$ cat src/hw/cache_pkg.sv
package cache_pkg;

  //////////////////////
  // bus widths
  //////////////////////
  localparam int ADDR_W = 16;           // byte address
  localparam int DATA_W = 16;           // one cpu word

  // block geometry
  localparam int WORDS_PER_BLOCK = 8;   // 16 bytes per block
  localparam int OFFSET_W        = 3;   // word select within the block

  //////////////////////
  // address fields
  //////////////////////
  localparam int OFFSET_LSB = 1;                      // bit 0 is the byte lane, ignored
  localparam int LINE_LSB   = OFFSET_LSB + OFFSET_W;  // line index starts at bit 4

  // backing store contents, word = byte address ^ pattern
  localparam logic [DATA_W-1:0] MEM_INIT_XOR = 16'h5a5a;

  // fill machine states
  typedef enum logic {
    FILL_IDLE,   // serving hits, passing writes through
    FILL_WAIT    // refilling a block from memory
  } fill_state_t;

endpackage

$ cat src/hw/cache_ifs.sv


// controller -> tag and data arrays
interface array_if import cache_pkg::*; ();
  logic [ADDR_W-1:0] cache_addr;       // tag, line and offset for the write
  logic [DATA_W-1:0] array_wdata;
  logic              write_data_array; // one word into the data array
  logic              write_tag_array;  // tag + valid once the block is complete

  modport ctrl (output cache_addr, array_wdata, write_data_array, write_tag_array);

  modport array (input cache_addr, array_wdata, write_data_array, write_tag_array);
endinterface

$ cat src/hw/cache_data_array.sv
`timescale 1ns/1ps

module cache_data_array import cache_pkg::*; #(
  parameter int NUM_LINES = 8
) (
  input  logic              clk,
  input  logic [ADDR_W-1:0] cpu_addr,
  array_if.array            arr,
  output logic [DATA_W-1:0] rdata
);

  localparam int LINE_W = $clog2(NUM_LINES);
  localparam int IDX_W  = LINE_W + OFFSET_W;   // {line, word offset}

  logic [DATA_W-1:0] words [NUM_LINES * WORDS_PER_BLOCK];
  logic [IDX_W-1:0]  rd_idx, wr_idx;

  ////////////////////
  // read port
  ////////////////////
  assign rd_idx = cpu_addr[OFFSET_LSB +: IDX_W];
  assign rdata  = words[rd_idx];   // combinational, no output reg

  ////////////////////
  // write port
  ////////////////////
  assign wr_idx = arr.cache_addr[OFFSET_LSB +: IDX_W];

  // fill words and write hits share this port
  always_ff @(posedge clk) begin
    if (arr.write_data_array)
      words[wr_idx] <= arr.array_wdata;
  end

endmodule

$ cat src/flat_wrapper.sv
// flat-port wrapper written by rule: the top's interface ports become plain ports
module cache_data_array_flat import cache_pkg::*;
#(
  parameter int NUM_LINES = 8
)
  (clk, cpu_addr, rdata, arr_cache_addr, arr_array_wdata, arr_write_data_array, arr_write_tag_array);
  array_if arr_i ();
  input  logic clk;
  input  logic [ADDR_W-1:0] cpu_addr;
  output logic [DATA_W-1:0] rdata;
  input wire logic [$bits(arr_i.cache_addr)-1:0] arr_cache_addr;
  input wire logic [$bits(arr_i.array_wdata)-1:0] arr_array_wdata;
  input wire logic [$bits(arr_i.write_data_array)-1:0] arr_write_data_array;
  input wire logic [$bits(arr_i.write_tag_array)-1:0] arr_write_tag_array;
  assign arr_i.cache_addr = arr_cache_addr;
  assign arr_i.array_wdata = arr_array_wdata;
  assign arr_i.write_data_array = arr_write_data_array;
  assign arr_i.write_tag_array = arr_write_tag_array;
  cache_data_array #(.NUM_LINES(NUM_LINES)) u_core (.clk(clk), .cpu_addr(cpu_addr), .arr(arr_i), .rdata(rdata));
endmodule
$ cat config.mk
export PLATFORM = sky130hd
export DESIGN_NAME = cache_data_array_flat
export DESIGN_NICKNAME = d
export VERILOG_FILES = /design/src/hw/cache_pkg.sv /design/src/hw/cache_ifs.sv /design/src/hw/cache_data_array.sv /design/src/flat_wrapper.sv
export SDC_FILE = /design/constraint.sdc
export NUM_CORES = 1
export LEC_CHECK = 0
export BUFFER_PORTS_ARGS = -buffer_cell sky130_fd_sc_hd__buf_2
export CELL_PAD_IN_SITES_DETAIL_PLACEMENT = 0
export CELL_PAD_IN_SITES_GLOBAL_PLACEMENT = 1
export CORE_MARGIN = 4
export CORE_UTILIZATION = 46
export DETAILED_ROUTE_END_ITERATION = 8
export PLACE_DENSITY_LB_ADDON = 0.15
export SLEW_MARGIN = 20
export SYNTH_ARGS = -nofsm -noshare
export SYNTH_HDL_FRONTEND = slang
export SYNTH_SLANG_ARGS = --single-unit
$ cat constraint.sdc
create_clock -name clk -period 4.5 [get_ports clk]
set_input_delay 0.225 -clock clk [delete_from_list [all_inputs] [get_ports clk]]
set_output_delay 0.225 -clock clk [all_outputs]
set_load 0.005 [all_outputs]
==> results.sh <==
export IMPL_status="finished, final reports clean"
export IMPL_postSynth_asyncResetShare_pct=0
export IMPL_path_delay_family="buffers and inverters"
export IMPL_synth_area_um2=39390
export IMPL_synth_cells=1791
export IMPL_syn_num_nets=1842
export IMPL_clk_pin_slew_ns=0.06
export IMPL_synthFlopType="edfxtp_1"
export IMPL_grt_pass1_wl_mm=138.5
export IMPL_routed_wl_mm=96.69
export IMPL_antenna_found_initial=7
export IMPL_crit_path_start_kind="primary input"
export IMPL_post_cts_buffers=0
export IMPL_routed_via_count=18919
export IMPL_slew_headroom_pct=28.33
export IMPL_power_density_nw_per_um2=444.7
export IMPL_dp_hpwl_mm=55.98
export IMPL_top_regs="u_core.words x1024"
export IMPL_cts_tree="yes"
export IMPL_hold_path_class="in -> reg"
export IMPL_port_buffers=45
export IMPL_rows=107
export IMPL_tightest_slew_ns=1.071
export IMPL_drcViolationCount=0
export IMPL_die_area_um2=90380
export IMPL_preCtsSetupSlack_ns=1.205
export IMPL_die_w_um=300.6
export IMPL_ctsHoldBuffers=0
export IMPL_start_util_pct=46.33
export IMPL_first_pass_iters=5
export IMPL_ant_nets=0
export IMPL_critPathArrivalTime_ns=3.05
export IMPL_synth_edf_count=1024
export IMPL_period_share_pct=72.86
export IMPL_gp_congestion=0.8171
export IMPL_yosysWarnings=0
export IMPL_synth_cell_types=39
export IMPL_maxCapViolCount=0
export IMPL_critPathLaunch="cpu_addr[2]"
export IMPL_ir_worst_vdd_mv=0.2855
export IMPL_cts_sinks=1024
export IMPL_end_kind="output pin"
export IMPL_synth_seq_cells=1024
export IMPL_dieHeight_um=300.6
export IMPL_finalSetupViolCount=0
export IMPL_grt_max_degree=117
export IMPL_crit_path_max_fanout=60
export IMPL_area_growth_syn_to_layout_pct=13.37
export IMPL_finalSetupTns_ns=0
export IMPL_worstPathRequired_ns=4.28
export IMPL_drt_iter0_markers=1956
export IMPL_largest_reg_flops=1024
export IMPL_path_cells="clkbuf_8 > buf_4 > mux4_1 > o22ai_1 > nor2_1 > and4b_1 > buf_2"
export IMPL_pin_count=67
export IMPL_htree_num_levels=3
export IMPL_critical_path_buf_inv_count=3
export IMPL_core_area_um2=85010
export IMPL_post_drt_wl_per_cell_um=30.37
export IMPL_ctsResizeCount=0
export IMPL_rsz0062_at_grt="no"
export IMPL_cts_root_buf="clkbuf_16"
export IMPL_postPlaceCellArea_um2=41360
export IMPL_hold_viol_final=0
export IMPL_via_per_inst=5.942
export IMPL_min_period_ns=3.279
export IMPL_cts_buffers=103
export IMPL_nNetsFinal=2007
export IMPL_grtUsageTotal_pct=21.59
export IMPL_finalMaxSlewViolations=0
export IMPL_stdcell_area_um2=44650
export IMPL_max_clock_freq_mhz=305.0
export IMPL_setup_slack_ns=1.221
export IMPL_drive_above_1_share_pct=25.00
export IMPL_timing_worst_setup_path_type="in -> out"
export IMPL_ys_seq_area_share_pct=78.07
export IMPL_hp_start="arr_cache_addr[3]"
export IMPL_top_register="u_core.words"
export IMPL_cp_slowest_cell="mux4_1"
export IMPL_grt_pass1_vias=19009
export IMPL_nFillCells=6566
export IMPL_cpPeakStageDelay_ns=0.64
export IMPL_avgSynthCellArea_um2=21.99
export IMPL_ctsLongestPathBuffers=3
export IMPL_p_leak_nw=14.18
export IMPL_grt_overflow=0
[power by group]
part | internal (mW) | total, mW | switching [mW]
registers | 10.6 | 10.6 | 0.0133
clock network | 4.89 | 8.34 | 3.45
logic | 0.330 | 0.945 | 0.616
[area by class of cell]
cell class                 instances  area [µm²]  area share, %
clock inverter                    56       518.0          1.160
antenna                            4       10.01        0.02242
timing repair buffer             159        1172          2.625
multi-input combinational        667        8009          17.94
inverter                           1       3.754       0.008406
sequential                      1024       30750          68.86
clock buffer                     129        2760          6.181
tap                             1144        1431          3.205
[placed cells by master, fill, tap and decap left out, types with 3 or more instances in the layout]
master / n
a211oi_1: 37
a211oi_2: 3
a21oi_1: 19
a22o_1: 8
a22oi_1: 24
and3_1: 3
and4b_1: 8
buf_12: 5
buf_2: 42
buf_4: 109
bufinv_16: 10
clkbuf_1: 22
clkbuf_16: 107
clkinv_1: 19
clkinv_2: 24
diode_2: 4
edfxtp_1: 1024
inv_6: 3
mux2i_1: 88
mux4_1: 22
mux4_2: 194
nand2_1: 28
nand2b_1: 7
nand3_1: 9
nand3b_1: 7
nand4_1: 5
nor2_1: 74
nor2b_1: 7
nor3_1: 14
nor4_1: 6
nor4b_1: 3
o221ai_1: 8
o22ai_1: 74
or4_1: 5
[layer usage]
metal / global-route usage, % / up-vias / share of wire [%]
met5: 0 / - / 0.0072
met4: 6.631 / 2 / 3.0
met3: 4.600 / 127 / 7.6
met2: 33.34 / 663 / 47
met1: 31.33 / 10163 / 43
li1: - / 7964 / -
[final timing paths]
check                  end  slack [ns]  cells after the start
min    u_core.words[49][7]        0.15                      2
max              rdata[11]        1.22                      7
[kinds of logic (layout without fill, tap and decap cells)]
kind of cell / Yosys count / after routing / synth area share (%)
buf+inv: 100 / 345 / 1.677
other cells: 0 / 4 / 0
flops: 1024 / 1024 / 78.07
compound gates: 173 / 173 / 3.030
simple gates: 190 / 190 / 2.430
mux: 304 / 304 / 14.80
[cells in the mapped netlist, types with 3 or more instances]
| cell type | n | share of area (%) |
|---|---|---|
| o221ai_1 | 8 | 0.18 |
| nand3b_1 | 7 | 0.13 |
| a211oi_2 | 3 | 0.095 |
| nor3_1 | 16 | 0.20 |
| a21oi_1 | 19 | 0.24 |
| nor2b_1 | 9 | 0.14 |
| edfxtp_1 | 1024 | 78 |
| mux2i_1 | 88 | 2.2 |
| nand3_1 | 9 | 0.11 |
| mux4_1 | 22 | 1.5 |
| nand2_1 | 28 | 0.27 |
| clkbuf_1 | 35 | 0.33 |
| nand2b_1 | 7 | 0.11 |
| and3_1 | 3 | 0.048 |
| mux4_2 | 194 | 11 |
| or4_1 | 5 | 0.095 |
| buf_12 | 3 | 0.15 |
| and4b_1 | 8 | 0.20 |
| a22oi_1 | 24 | 0.46 |
| nor4b_1 | 3 | 0.067 |
| buf_4 | 13 | 0.25 |
| a22o_1 | 8 | 0.18 |
| nor4_1 | 6 | 0.095 |
| a211oi_1 | 37 | 0.71 |
| buf_6 | 19 | 0.54 |
| nand4_1 | 5 | 0.079 |
| nor2_1 | 76 | 0.72 |
| o22ai_1 | 74 | 1.2 |
| buf_2 | 26 | 0.33 |
[per-stage QoR]
stage                     hold WS [ns]  total power [mW]  utilization [%]  cells
final                           0.1535             19.86            52.53   3184
after global routing            0.1565             20.53            52.51   3180
after CTS                       0.1065             20.06            52.51   3180
after detailed placement        0.8086             11.74            48.65   2995
after global placement          0.8006             11.72            48.65   2995
after floorplan                 0.3239             11.29                -   1791
(Power assumes the default switching activity.)
