### src/hw/cache_pkg.sv
package cache_pkg;

  //////////////////////
  // bus widths
  //////////////////////
  localparam int ADDR_W = 16;           // byte address
  localparam int DATA_W = 16;           // one cpu word

  // block geometry
  localparam int WORDS_PER_BLOCK = 8;   // 16 bytes per block
  localparam int OFFSET_W        = 3;   // word select within the block

  //////////////////////
  // address fields
  //////////////////////
  localparam int OFFSET_LSB = 1;                      // bit 0 is the byte lane, ignored
  localparam int LINE_LSB   = OFFSET_LSB + OFFSET_W;  // line index starts at bit 4

  // backing store contents, word = byte address ^ pattern
  localparam logic [DATA_W-1:0] MEM_INIT_XOR = 16'h5a5a;

  // fill machine states
  typedef enum logic {
    FILL_IDLE,   // serving hits, passing writes through
    FILL_WAIT    // refilling a block from memory
  } fill_state_t;

endpackage

### src/hw/cache_ifs.sv


// controller -> tag and data arrays
interface array_if import cache_pkg::*; ();
  logic [ADDR_W-1:0] cache_addr;       // tag, line and offset for the write
  logic [DATA_W-1:0] array_wdata;
  logic              write_data_array; // one word into the data array
  logic              write_tag_array;  // tag + valid once the block is complete

  modport ctrl (output cache_addr, array_wdata, write_data_array, write_tag_array);

  modport array (input cache_addr, array_wdata, write_data_array, write_tag_array);
endinterface

### src/hw/cache_tag_array.sv
`timescale 1ns/1ps

module cache_tag_array import cache_pkg::*; #(
  parameter int NUM_LINES = 8
) (
  input  logic              clk,
  input  logic              rst,
  input  logic              cpu_rd,
  input  logic              cpu_wrt,
  input  logic [ADDR_W-1:0] cpu_addr,
  array_if.array            arr,
  output logic              miss_detected,
  output logic              hit
);

  localparam int LINE_W = $clog2(NUM_LINES);
  localparam int TAG_W  = ADDR_W - LINE_LSB - LINE_W;   // rest of the address

  logic [TAG_W-1:0]     tags [NUM_LINES];
  logic [NUM_LINES-1:0] valid;
  logic [LINE_W-1:0]    rd_line, wr_line;
  logic [TAG_W-1:0]     rd_tag, wr_tag;
  logic                 tag_match;
  logic                 cpu_req;

  // lookup side from the cpu, update side from the fill controller
  assign rd_line = cpu_addr[LINE_LSB +: LINE_W];
  assign rd_tag  = cpu_addr[ADDR_W-1 -: TAG_W];
  assign wr_line = arr.cache_addr[LINE_LSB +: LINE_W];
  assign wr_tag  = arr.cache_addr[ADDR_W-1 -: TAG_W];

  always_ff @(posedge clk) begin
    if (rst)
      valid <= '0;                   // all lines empty
    else if (arr.write_tag_array)
      valid[wr_line] <= 1'b1;
  end

  always_ff @(posedge clk) begin
    if (arr.write_tag_array)
      tags[wr_line] <= wr_tag;
  end

  assign cpu_req       = cpu_rd | cpu_wrt;
  assign tag_match     = valid[rd_line] && (tags[rd_line] == rd_tag);
  assign hit           = cpu_req & tag_match;
  assign miss_detected = cpu_req & ~tag_match;   // invalid line or other tag
endmodule

### src/flat_wrapper.sv
// flat-port wrapper written by rule: the top's interface ports become plain ports
module cache_tag_array_flat import cache_pkg::*;
#(
  parameter int NUM_LINES = 8
)
  (clk, rst, cpu_rd, cpu_wrt, cpu_addr, miss_detected, hit, arr_cache_addr, arr_array_wdata, arr_write_data_array, arr_write_tag_array);
  array_if arr_i ();
  input  logic clk;
  input  logic rst;
  input  logic cpu_rd;
  input  logic cpu_wrt;
  input  logic [ADDR_W-1:0] cpu_addr;
  output logic miss_detected;
  output logic hit;
  input wire logic [$bits(arr_i.cache_addr)-1:0] arr_cache_addr;
  input wire logic [$bits(arr_i.array_wdata)-1:0] arr_array_wdata;
  input wire logic [$bits(arr_i.write_data_array)-1:0] arr_write_data_array;
  input wire logic [$bits(arr_i.write_tag_array)-1:0] arr_write_tag_array;
  assign arr_i.cache_addr = arr_cache_addr;
  assign arr_i.array_wdata = arr_array_wdata;
  assign arr_i.write_data_array = arr_write_data_array;
  assign arr_i.write_tag_array = arr_write_tag_array;
  cache_tag_array #(.NUM_LINES(NUM_LINES)) u_core (.clk(clk), .rst(rst), .cpu_rd(cpu_rd), .cpu_wrt(cpu_wrt), .cpu_addr(cpu_addr), .arr(arr_i), .miss_detected(miss_detected), .hit(hit));
endmodule
### config.mk
export PLATFORM = sky130hd
export DESIGN_NAME = cache_tag_array_flat
export DESIGN_NICKNAME = d
export VERILOG_FILES = /design/src/hw/cache_pkg.sv /design/src/hw/cache_ifs.sv /design/src/hw/cache_tag_array.sv /design/src/flat_wrapper.sv
export SDC_FILE = /design/constraint.sdc
export NUM_CORES = 1
export LEC_CHECK = 0
export BUFFER_PORTS_ARGS = -buffer_cell sky130_fd_sc_hd__buf_2
export CAP_MARGIN = 20
export CORE_UTILIZATION = 59
export DETAILED_ROUTE_END_ITERATION = 8
export PLACE_DENSITY = 0.93
export SYNTH_ARGS = -nofsm -noshare
export SYNTH_HDL_FRONTEND = slang
export SYNTH_SLANG_ARGS = --single-unit
### constraint.sdc
create_clock -name clk -period 5.8 [get_ports clk]
set_clock_uncertainty 0.1 [all_clocks]
set_input_delay 0.58 -clock clk [delete_from_list [all_inputs] [get_ports clk]]
set_output_delay 0.58 -clock clk [all_outputs]
set_load 0.005 [all_outputs]
==> flow_summary.rst <==
.. list-table::
   :header-rows: 1

   * - Metric
     - Value
   * - Post-Layout Cell Count
     - 283
   * - Worst Path Required
     - 5.12 ns
   * - Worst min-delay path startpoint
     - u_core.valid[5]
   * - Worst ir drop on vdd
     - 185 uV
   * - Initial antenna violation count
     - 0
   * - Number of diodes
     - 0
   * - Pin count of the biggest net entering global routing
     - 21
   * - Final cycle utilization of the critical path
     - 60.3%
   * - Clock net sink count
     - 80
   * - Wire length of the first global-routing pass
     - 8210 um
   * - Slowest stage cell on the critical path
     - mux4_1
   * - Antenna Nets Post-Route
     - 0
   * - Most frequent CP cell
     - buf_2
   * - Number of nets in the synthesized netlist
     - 224
   * - Synthesized instance count
     - 170
   * - Inserted Clock Buffers
     - 9
   * - Worst slew margin relative to its limit
     - 28.0%
   * - Buffers from clock root to sink, at most
     - 2
   * - Height of the chip
     - 75.6 um
   * - Fraction of layout instances using a drive strength above 1
     - 27.7%
   * - Area share of the largest cell type after synthesis
     - 67.6%
   * - Arrival time reported for the critical path endpoint
     - 2.82 ns
   * - Crit path capture type
     - output pin
   * - Clock network latency to the later pin of the worst-skew pair
     - 0.34 ns
   * - Clock transition at the registers of the reported paths
     - 0.07 ns
   * - Count of final max-slew check failures
     - 0
   * - Vias
     - 1,612
   * - Aggregate negative setup slack
     - 0 ns
   * - Library cell occupying the most area in the post-synthesis netlist
     - edfxtp_1
   * - Number of DRC markers in iteration 0
     - 112
   * - GRT Residual Overflow
     - 0
   * - Count of max-cap constraint violations
     - 0
   * - RSZ-0062 raised after global routing
     - false
   * - Part of the Yosys area used for sequential elements
     - 72.6%
   * - Synthesized area per cell
     - 18.8 um2
   * - Ys Warns
     - 0
   * - Layout filler cell count
     - 340
   * - Die Outline Area
     - 5720 um2
   * - Via count of the first global-routing pass
     - 1,529
   * - Period minus WS final
     - 3.50 ns
   * - Unique cell type count in the Yosys netlist
     - 21
   * - Total area of sequential cells
     - 2320 um2
   * - Reg2reg start
     - u_core.valid[6]
   * - Average wire per standard cell
     - 19.6 um
   * - Utilization of the core after routing
     - 69.7%
   * - Clock Tree Root
     - clkbuf_8
   * - Clock tree from TritonCTS
     - yes
   * - Area grow syn2layout
     - 12.8%
   * - Number of iterations in the first detailed-routing pass
     - 4
   * - Setup crit start
     - cpu_addr[4]
   * - Post-CTS Setup Inserts
     - 0
   * - Final-report hold violation count
     - 0
   * - Final-stage net count
     - 262
   * - Post-cts repair resize count
     - 0
   * - Worst min-delay path class
     - flop to flop
   * - Post-synthesis instance area
     - 3200 um2
   * - Routability-driven placement congestion ratio
     - 0.738
   * - Length in cells of the worst reg-to-reg path
     - 2
   * - IO buf count
     - 30
   * - Static power due to leakage
     - 1.27 nW
   * - Final HPWL DP
     - 3380 um
   * - Count of standard-cell rows
     - 26
   * - Hold-fix buffers, CTS
     - 0
   * - Vias per std cell
     - 5.70
   * - Status
     - finished, final reports clean
   * - Multi-input logic area
     - 831 um2
   * - Gr usage total
     - 22.2%
   * - CP bufs+invs
     - 2
   * - Total core area
     - 5170 um2
   * - Top area cells in the synthesized netlist
     - edfxtp_1 (68%), mux4_2 (8.5%), dfxtp_1 (5.0%), mux2i_1 (5.0%), mux4_1 (4.1%)
   * - Overall die width
     - 75.6 um
   * - Worst path cell trace
     - buf_2 -> mux4_1 -> mux2i_1 -> xnor2_1 -> or3_1 -> o32a_1 -> buf_2
   * - Worst hold stages
     - 2
   * - Max stage delay on crit path
     - 0.68 ns
   * - # DRC
     - 0
   * - Actual slew at the worst max-slew pin
     - 1.08 ns
   * - Number of logic stages on the critical path including buffering
     - 7
   * - Critical path start-end classification
     - input pin to output pin
   * - Family of cells with the greatest summed delay on the critical path
     - multiplexers
   * - Critical path fanouts, max
     - 20
   * - Final setup violation count
     - 0
   * - DP Cell Count
     - 265
   * - Top-level I/O count
     - 56
   * - Seq cells post-synth
     - 80
   * - Power density relative to cell area
     - 308 nW/um2
   * - Number of H-tree branching levels
     - 3
   * - Highest Clock Rate
     - 286 MHz
   * - WL final
     - 5550 um
   * - Startpoint Class
     - input pin
   * - Initial core utilization
     - 61.8%
[per-stage QoR]
step	setup WS, ns	total power [mW]	cell area, um2	hold slack (ns)
after detailed placement	2.29	0.741	3410	0.353
after global placement	2.39	0.736	3410	0.342
after global routing	2.20	1.15	3610	0.384
after floorplan	2.92	0.712	3200	0.332
after CTS	2.27	1.12	3590	0.370
final	2.30	1.11	3610	0.366
[worst register-to-register path: cells and delay by family (launching register included)]
| family | cells | cell delay [ns] |
|---|---|---|
| flip-flops | 1 | 0.32 |
| AND/OR/NAND/NOR | 2 | 0.21 |
[final cells by class]
| cell class | instances | area share [%] |
|---|---|---|
| clock buffers | 9 | 3.43 |
| well taps | 70 | 2.43 |
| repair buffers | 34 | 4.99 |
| flip-flops and latches | 80 | 64.4 |
| multi-input cells | 83 | 23.0 |
| clock inverters | 7 | 1.73 |
[layout by cell type (no fill, tap or decap), drive strengths merged]
cell,synthesis,final
clkinv,0,5
edfxtp,72,72
dfxtp,8,8
bufinv,0,1
nand2,3,3
mux2i,16,16
xor2,7,7
clkbuf,1,9
nand2b,3,3
or3,1,1
nor2,24,24
buf,6,34
nand4,2,2
nor3,2,2
nor4,1,1
clkinvlp,0,1
o32a,1,1
mux4,17,17
nand3b,2,2
nand3,2,2
xnor2,2,2
[Yosys cell counts, drive strengths merged]
cell / number
buf: 6
clkbuf: 1
dfxtp: 8
edfxtp: 72
mux2i: 16
mux4: 17
nand2: 3
nand2b: 3
nand3: 2
nand3b: 2
nand4: 2
nor2: 24
nor3: 2
nor4: 1
o32a: 1
or3: 1
xnor2: 2
xor2: 7
[flip-flops by register name, summed over array words and instances, names as in the netlist]
signal        count
u_core.tags      72
u_core.valid      8
[power breakdown]
part           internal (mW)  total (mW)  switching [mW]  leakage [nW]
Clock                  0.194       0.385           0.191        0.0917
Sequential             0.646       0.651         0.00498         0.719
Combinational         0.0351      0.0760          0.0409         0.463
[logic make-up after synthesis]
kind of cell              after synthesis  synth area share [%]
AOI/OAI and AO/OA                       1                 0.313
xor gates and xnor gates                9                  2.46
buffers and inverters                   7                  1.41
DFF                                    80                  72.6
muxes                                  33                  17.6
and+or+nand+nor                        40                  5.63
[per-layer routing]
metal | track usage (%) | vias to the layer above | part of all wire, %
met1 | 30.2 | 797 | 43
met4 | 8.02 | 0 | 1.6
met3 | 7.01 | 10 | 4.8
met2 | 34.4 | 56 | 50
met5 | 0 | - | 0
li1 | - | 749 | -
[worst paths after layout]
check	endpoint	slack [ns]
setup / recovery	miss_detected	2.30
hold / removal	u_core.valid[5]	0.37
setup reg to reg	u_core.valid[6]	5.06
hold reg to reg	u_core.valid[5]	0.37
Power figures use the tool's default switching activity.
