### config.mk
export PLATFORM = sky130hd
export DESIGN_NAME = cache_fill_ctrl_flat
export DESIGN_NICKNAME = d
export VERILOG_FILES = /design/src/hw/cache_pkg.sv /design/src/hw/cache_ifs.sv /design/src/hw/cache_fill_ctrl.sv /design/src/flat_wrapper.sv
export SDC_FILE = /design/constraint.sdc
export NUM_CORES = 1
export LEC_CHECK = 0
export BUFFER_PORTS_ARGS = -buffer_cell sky130_fd_sc_hd__buf_2
export CORE_MARGIN = 2
export CORE_UTILIZATION = 33
export CTS_CLUSTER_DIAMETER = 40
export DETAILED_ROUTE_END_ITERATION = 10
export PLACE_DENSITY = 0.8
export SLEW_MARGIN = 5
export SYNTH_ARGS = -nofsm -noshare
export SYNTH_HDL_FRONTEND = slang
export SYNTH_SLANG_ARGS = --single-unit
export TNS_END_PERCENT = 30
### constraint.sdc
create_clock -name clk -period 1.5 [get_ports clk]
set_clock_uncertainty 0.1 [all_clocks]
set_input_delay 0.075 -clock clk [delete_from_list [all_inputs] [get_ports clk]]
set_output_delay 0.075 -clock clk [all_outputs]
set_load 0.02 [all_outputs]
### src/hw/cache_pkg.sv
package cache_pkg;

  //////////////////////
  // bus widths
  //////////////////////
  localparam int ADDR_W = 16;           // byte address
  localparam int DATA_W = 16;           // one cpu word

  // block geometry
  localparam int WORDS_PER_BLOCK = 8;   // 16 bytes per block
  localparam int OFFSET_W        = 3;   // word select within the block

  //////////////////////
  // address fields
  //////////////////////
  localparam int OFFSET_LSB = 1;                      // bit 0 is the byte lane, ignored
  localparam int LINE_LSB   = OFFSET_LSB + OFFSET_W;  // line index starts at bit 4

  // backing store contents, word = byte address ^ pattern
  localparam logic [DATA_W-1:0] MEM_INIT_XOR = 16'h5a5a;

  // fill machine states
  typedef enum logic {
    FILL_IDLE,   // serving hits, passing writes through
    FILL_WAIT    // refilling a block from memory
  } fill_state_t;

endpackage

### src/hw/cache_ifs.sv
`timescale 1ns/1ps

// controller <-> main memory
interface mem_if import cache_pkg::*; ();
  logic              read_req;         // one word read per cycle while high
  logic              wrt_mem;          // write-through strobe
  logic [ADDR_W-1:0] memory_address;
  logic [DATA_W-1:0] memory_wdata;
  logic [DATA_W-1:0] memory_data;      // returned word
  logic              memory_data_vld;  // pulses MEM_LATENCY cycles after the read

  modport ctrl (
    output read_req, wrt_mem, memory_address, memory_wdata,
    input  memory_data, memory_data_vld
  );

  modport mem (
    input  read_req, wrt_mem, memory_address, memory_wdata,
    output memory_data, memory_data_vld
  );
endinterface

// controller -> tag and data arrays
interface array_if import cache_pkg::*; ();
  logic [ADDR_W-1:0] cache_addr;       // tag, line and offset for the write
  logic [DATA_W-1:0] array_wdata;
  logic              write_data_array; // one word into the data array
  logic              write_tag_array;  // tag + valid once the block is complete

  modport ctrl (output cache_addr, array_wdata, write_data_array, write_tag_array);

  modport array (input cache_addr, array_wdata, write_data_array, write_tag_array);
endinterface

### src/hw/cache_fill_ctrl.sv
`timescale 1ns/1ps

module cache_fill_ctrl import cache_pkg::*; #(
  parameter int MEM_LATENCY = 4
) (
  input  logic              clk,
  input  logic              rst,
  input  logic              cpu_rd,
  input  logic              cpu_wrt,
  input  logic [ADDR_W-1:0] cpu_addr,
  input  logic [DATA_W-1:0] cpu_wdata,
  input  logic              miss_detected,
  output logic              stall,
  mem_if.ctrl               mem,
  array_if.ctrl             arr
);

  // whole refill: 8 requests, then wait out the memory latency
  localparam int FILL_CYCLES = WORDS_PER_BLOCK + MEM_LATENCY;
  localparam int CNT_W       = $clog2(FILL_CYCLES);

  fill_state_t         state, nxt_state;
  logic [CNT_W-1:0]    cnt;        // request counter, only runs in FILL_WAIT
  logic [OFFSET_W-1:0] blck_off;   // where the next returning word lands
  logic                cpu_req;
  logic                filling;
  logic                reading;    // still issuing reads
  logic                done;       // final count of the fill

  assign cpu_req = cpu_rd | cpu_wrt;
  assign filling = (state == FILL_WAIT);
  assign reading = filling && (cnt < CNT_W'(WORDS_PER_BLOCK));
  assign done    = filling && (cnt == CNT_W'(FILL_CYCLES - 1));

  ////////////////////
  // counters
  ////////////////////
  always_ff @(posedge clk) begin
    if (rst) begin
      cnt <= '0;
    end else if (done) begin
      cnt <= '0;             // ready for the next miss
    end else if (filling) begin
      cnt <= cnt + 1'b1;
    end
  end

  // advances per returned word, reads may still be in flight
  always_ff @(posedge clk) begin
    if (rst) begin
      blck_off <= '0;
    end else if (mem.memory_data_vld) begin
      blck_off <= blck_off + 1'b1;   // wraps to 0 after the 8th word
    end
  end

  ////////////////////
  // state machine
  ////////////////////
  always_ff @(posedge clk) begin
    if (rst) begin
      state <= FILL_IDLE;
    end else begin
      state <= nxt_state;
    end
  end

  always_comb begin
    // defaults, idle pass-through addressing
    nxt_state            = state;
    stall                = 1'b0;
    mem.read_req         = 1'b0;
    mem.wrt_mem          = 1'b0;
    mem.memory_address   = cpu_addr;
    arr.cache_addr       = cpu_addr;
    arr.write_data_array = 1'b0;
    arr.write_tag_array  = 1'b0;
    case (state)
      FILL_IDLE: begin
        stall                = cpu_req & miss_detected;   // held until the block is in
        mem.wrt_mem          = cpu_wrt & ~miss_detected;  // write-through on a hit
        arr.write_data_array = cpu_wrt & ~miss_detected;  // same edge as memory
        if (cpu_req && miss_detected)
          nxt_state = FILL_WAIT;
      end
      FILL_WAIT: begin
        stall        = 1'b1;
        mem.read_req = reading;
        // miss block base plus request count
        mem.memory_address   = {cpu_addr[ADDR_W-1:LINE_LSB], cnt[OFFSET_W-1:0], 1'b0};
        arr.cache_addr       = {cpu_addr[ADDR_W-1:LINE_LSB], blck_off, 1'b0};
        arr.write_data_array = mem.memory_data_vld;
        arr.write_tag_array  = done;  // last word lands on this edge too
        if (done)
          nxt_state = FILL_IDLE;
      end
      default: nxt_state = FILL_IDLE;
    endcase
  end

  // write data only ever comes from the cpu
  assign mem.memory_wdata = cpu_wdata;
  assign arr.array_wdata  = filling ? mem.memory_data : cpu_wdata;  // fill vs write hit

endmodule

### src/flat_wrapper.sv
// flat-port wrapper written by rule: the top's interface ports become plain ports
module cache_fill_ctrl_flat import cache_pkg::*;
#(
  parameter int MEM_LATENCY = 4
)
  (clk, rst, cpu_rd, cpu_wrt, cpu_addr, cpu_wdata, miss_detected, stall, mem_read_req, mem_wrt_mem, mem_memory_address, mem_memory_wdata, mem_memory_data, mem_memory_data_vld, arr_cache_addr, arr_array_wdata, arr_write_data_array, arr_write_tag_array);
  mem_if mem_i ();
  array_if arr_i ();
  input  logic clk;
  input  logic rst;
  input  logic cpu_rd;
  input  logic cpu_wrt;
  input  logic [ADDR_W-1:0] cpu_addr;
  input  logic [DATA_W-1:0] cpu_wdata;
  input  logic miss_detected;
  output logic stall;
  output wire logic [$bits(mem_i.read_req)-1:0] mem_read_req;
  output wire logic [$bits(mem_i.wrt_mem)-1:0] mem_wrt_mem;
  output wire logic [$bits(mem_i.memory_address)-1:0] mem_memory_address;
  output wire logic [$bits(mem_i.memory_wdata)-1:0] mem_memory_wdata;
  input wire logic [$bits(mem_i.memory_data)-1:0] mem_memory_data;
  input wire logic [$bits(mem_i.memory_data_vld)-1:0] mem_memory_data_vld;
  output wire logic [$bits(arr_i.cache_addr)-1:0] arr_cache_addr;
  output wire logic [$bits(arr_i.array_wdata)-1:0] arr_array_wdata;
  output wire logic [$bits(arr_i.write_data_array)-1:0] arr_write_data_array;
  output wire logic [$bits(arr_i.write_tag_array)-1:0] arr_write_tag_array;
  assign mem_read_req = mem_i.read_req;
  assign mem_wrt_mem = mem_i.wrt_mem;
  assign mem_memory_address = mem_i.memory_address;
  assign mem_memory_wdata = mem_i.memory_wdata;
  assign mem_i.memory_data = mem_memory_data;
  assign mem_i.memory_data_vld = mem_memory_data_vld;
  assign arr_cache_addr = arr_i.cache_addr;
  assign arr_array_wdata = arr_i.array_wdata;
  assign arr_write_data_array = arr_i.write_data_array;
  assign arr_write_tag_array = arr_i.write_tag_array;
  cache_fill_ctrl #(.MEM_LATENCY(MEM_LATENCY)) u_core (.clk(clk), .rst(rst), .cpu_rd(cpu_rd), .cpu_wrt(cpu_wrt), .cpu_addr(cpu_addr), .cpu_wdata(cpu_wdata), .miss_detected(miss_detected), .stall(stall), .mem(mem_i), .arr(arr_i));
endmodule
==> metrics <==
worst-path fanout max=8; Critical Path AT=1.30 ns; TNS Setup=0 ns; first-pass GRT wire length=2670 µm; Yosys reg bits=8; Nets=220; P_sw=about 0.31 mW; pwr/cell area=around 670 nW/µm²; CP Capture Type=output pin; DR vias/cell=4.40; Core ar.=2980 µm²; combinational power share=~52%; Non-Filler Cell Area, Final=1260 µm²; initial antenna violation count=0; final max-slew violation count=0; Initial Util=33.9%; CTS tree=built; Seq pwr share=28.9%; peak supply drop=0.317 mV; Hold Crit Class=in2reg; Post-Place Cell Area=1160 µm²; CTS H-Tree Depth=1; Core Util, Final=~42%; RSZ-0062 raised after global routing=true; Clock Latency Late Sink=0.25 ns; Netlist cell types=18; Layout area overhead=25.3%; Max-slew headroom=89.0%; total number of vias=858; Synth Cell Area=1010 µm²; Tcrit/Tclk final=between 90% and 100%; cell taking the most area after synthesis=buf_4; fin cells=~200; area of the die=3510 µm²; row count=20; setup violators final=0; Main synth FF type=dfxtp_1; Synth Warn #=0; count leader, synth=buf_4; Bufs on Longest Clock Path=2; placed insts=between 150 and 200; Avg Cell Area, Syn=8.92 µm²; clock-pin slew on the worst setup and hold paths=0.05 ns; Pleak=0.720 nW; mean routed wirelength per cell=around 10 µm; Die Y=between 50 and 60 µm; ratio of cells with drive above 1 in the final layout=a little over two thirds; dpl ws=between 0.2 and 0.3 ns; Gate Count Post-Synth=113; number of buffers created by CTS=3; HPWL after DPL=1600 µm; GP Congestion=roughly 0.75; die width=59.3 µm; Tmin final=between 1 and 1.5 ns; vias in the first global route=between 600 and 700; DR pass1 iterations=4; Fillers=290; Int Power=0.536 mW; final hold slack=around 0.021 ns; max-cap violations=0; Max Clk Rate=between 0.6 and 0.7 GHz; Post-synth ARST share=0%; status=completed; Seq/Total Area, Yosys=15.9%; clock sinks=8; postcts setup bufs=0; Multi-input gate area=500 µm²; Overflow after GRT=0; Sw Share=36.6%; post-synth net total=169; Setup CP Type=reg2out; EDFF count, synth=0; Ports=123; ANT cells=0; register area=166 µm²; clock share of power=19.1%; input/output buffers=86; top-area cell type share of the netlist area=31.3%; worst slew pin tran=around 0.16 ns; final setup margin=0.0299 ns; # DRC=0; CP Data Required Time=1.32 ns; Hold Violations, Final=0; reg2reg setup slack=0.38 ns; Routed Antenna Nets=0; CP Launch Type=register; largest net degree at the start of global routing=17; Tot GR Track Use=10.2%; Synth top cells by count=buf_4 (42), mux2_4 (16), nand2_1 (14); Iter 0 DRT Violations=18; total power draw=around 0.85 mW; Final Routed Wirelength=1980 µm; CTS Root Cell=clkbuf_4; Synth area leaders=buf_4 (31%), mux2_4 (24%), dfxtp_1 (16%)
flip-flops by register name, summed over array words and instances (netlist names):
register / count
u_core.cnt: 4
u_core.blck_off: 3
u_core.filling: 1
final timing paths:
kind,from,end,depth (start not counted)
setup reg to reg,u_core.cnt[0],u_core.cnt[1],3
hold reg to reg,u_core.blck_off[2],u_core.blck_off[2],2
hold / removal,mem_memory_data_vld,u_core.blck_off[0],3
setup / recovery,u_core.filling,arr_array_wdata[15],3
layout by cell type, fill, tap and decap left out, drive strengths merged:
cell          n
clkbuf        4
mux2i         2
mux2         16
buf          89
dlygate4sd3   1
a21o          1
nand2        14
nor3b         2
a41o          1
xor2          2
inv           1
ha            2
dfxtp         8
nor2          7
xnor2         3
o21ai         1
nand4         1
nor2b         3
nand2b        4
what timing repair did:
item                                    4_1_cts  5_1_grt
endpoints found under the setup margin        1        1
resized for setup                             4        5
gates cloned                                  1        1
hold buffers                                  1        0
pin swaps                                     0        0
hold endpoints to repair                      3        0
critical path, stage by stage (launching register included):
cell       delay [ns]
dfxtp_4          0.41
clkbuf_16        0.18
mux2_4           0.29
buf_2            0.16
per-layer routing:
| metal | GRT usage [%] | routed length [µm] | part of all wire [%] |
|---|---|---|---|
| met5 | 0 | 0 | 0 |
| met3 | 1.97 | 211 | 11 |
| met4 | 5.84 | 25 | 1.3 |
| met1 | 11.0 | 756 | 38 |
| met2 | 18.4 | 991 | 50 |
cells by family after synthesis:
logic type                 synth area share [%]
and+or+nand+nor                            14.3
adders and majority gates                  2.48
xor gates and xnor gates                   4.34
DFF                                        15.9
AOI/OAI and AO/OA                          2.23
muxes                                      25.8
buffers and inverters                      35.0
power by group through the flow:
| stage | combinational, mW | clock, mW | sequential, mW |
|---|---|---|---|
| final | 0.440 | 0.162 | 0.244 |
| after global routing | 0.476 | 0.173 | 0.246 |
| after CTS | 0.432 | 0.166 | 0.241 |
| after detailed placement | 0.416 | 0 | 0.243 |
| after global placement | 0.412 | 0 | 0.242 |
| after floorplan | 0.402 | 0 | 0.239 |
layout make-up:
class                   count  share of cell area [%]
flip-flops and latches      8                    13.2
multi-input cells          59                    39.6
clock buffers               3                    1.78
repair buffers             91                    41.9
inverters                   1                   0.297
well taps                  33                    3.27
Note: power is estimated with default switching activity, not from simulation.
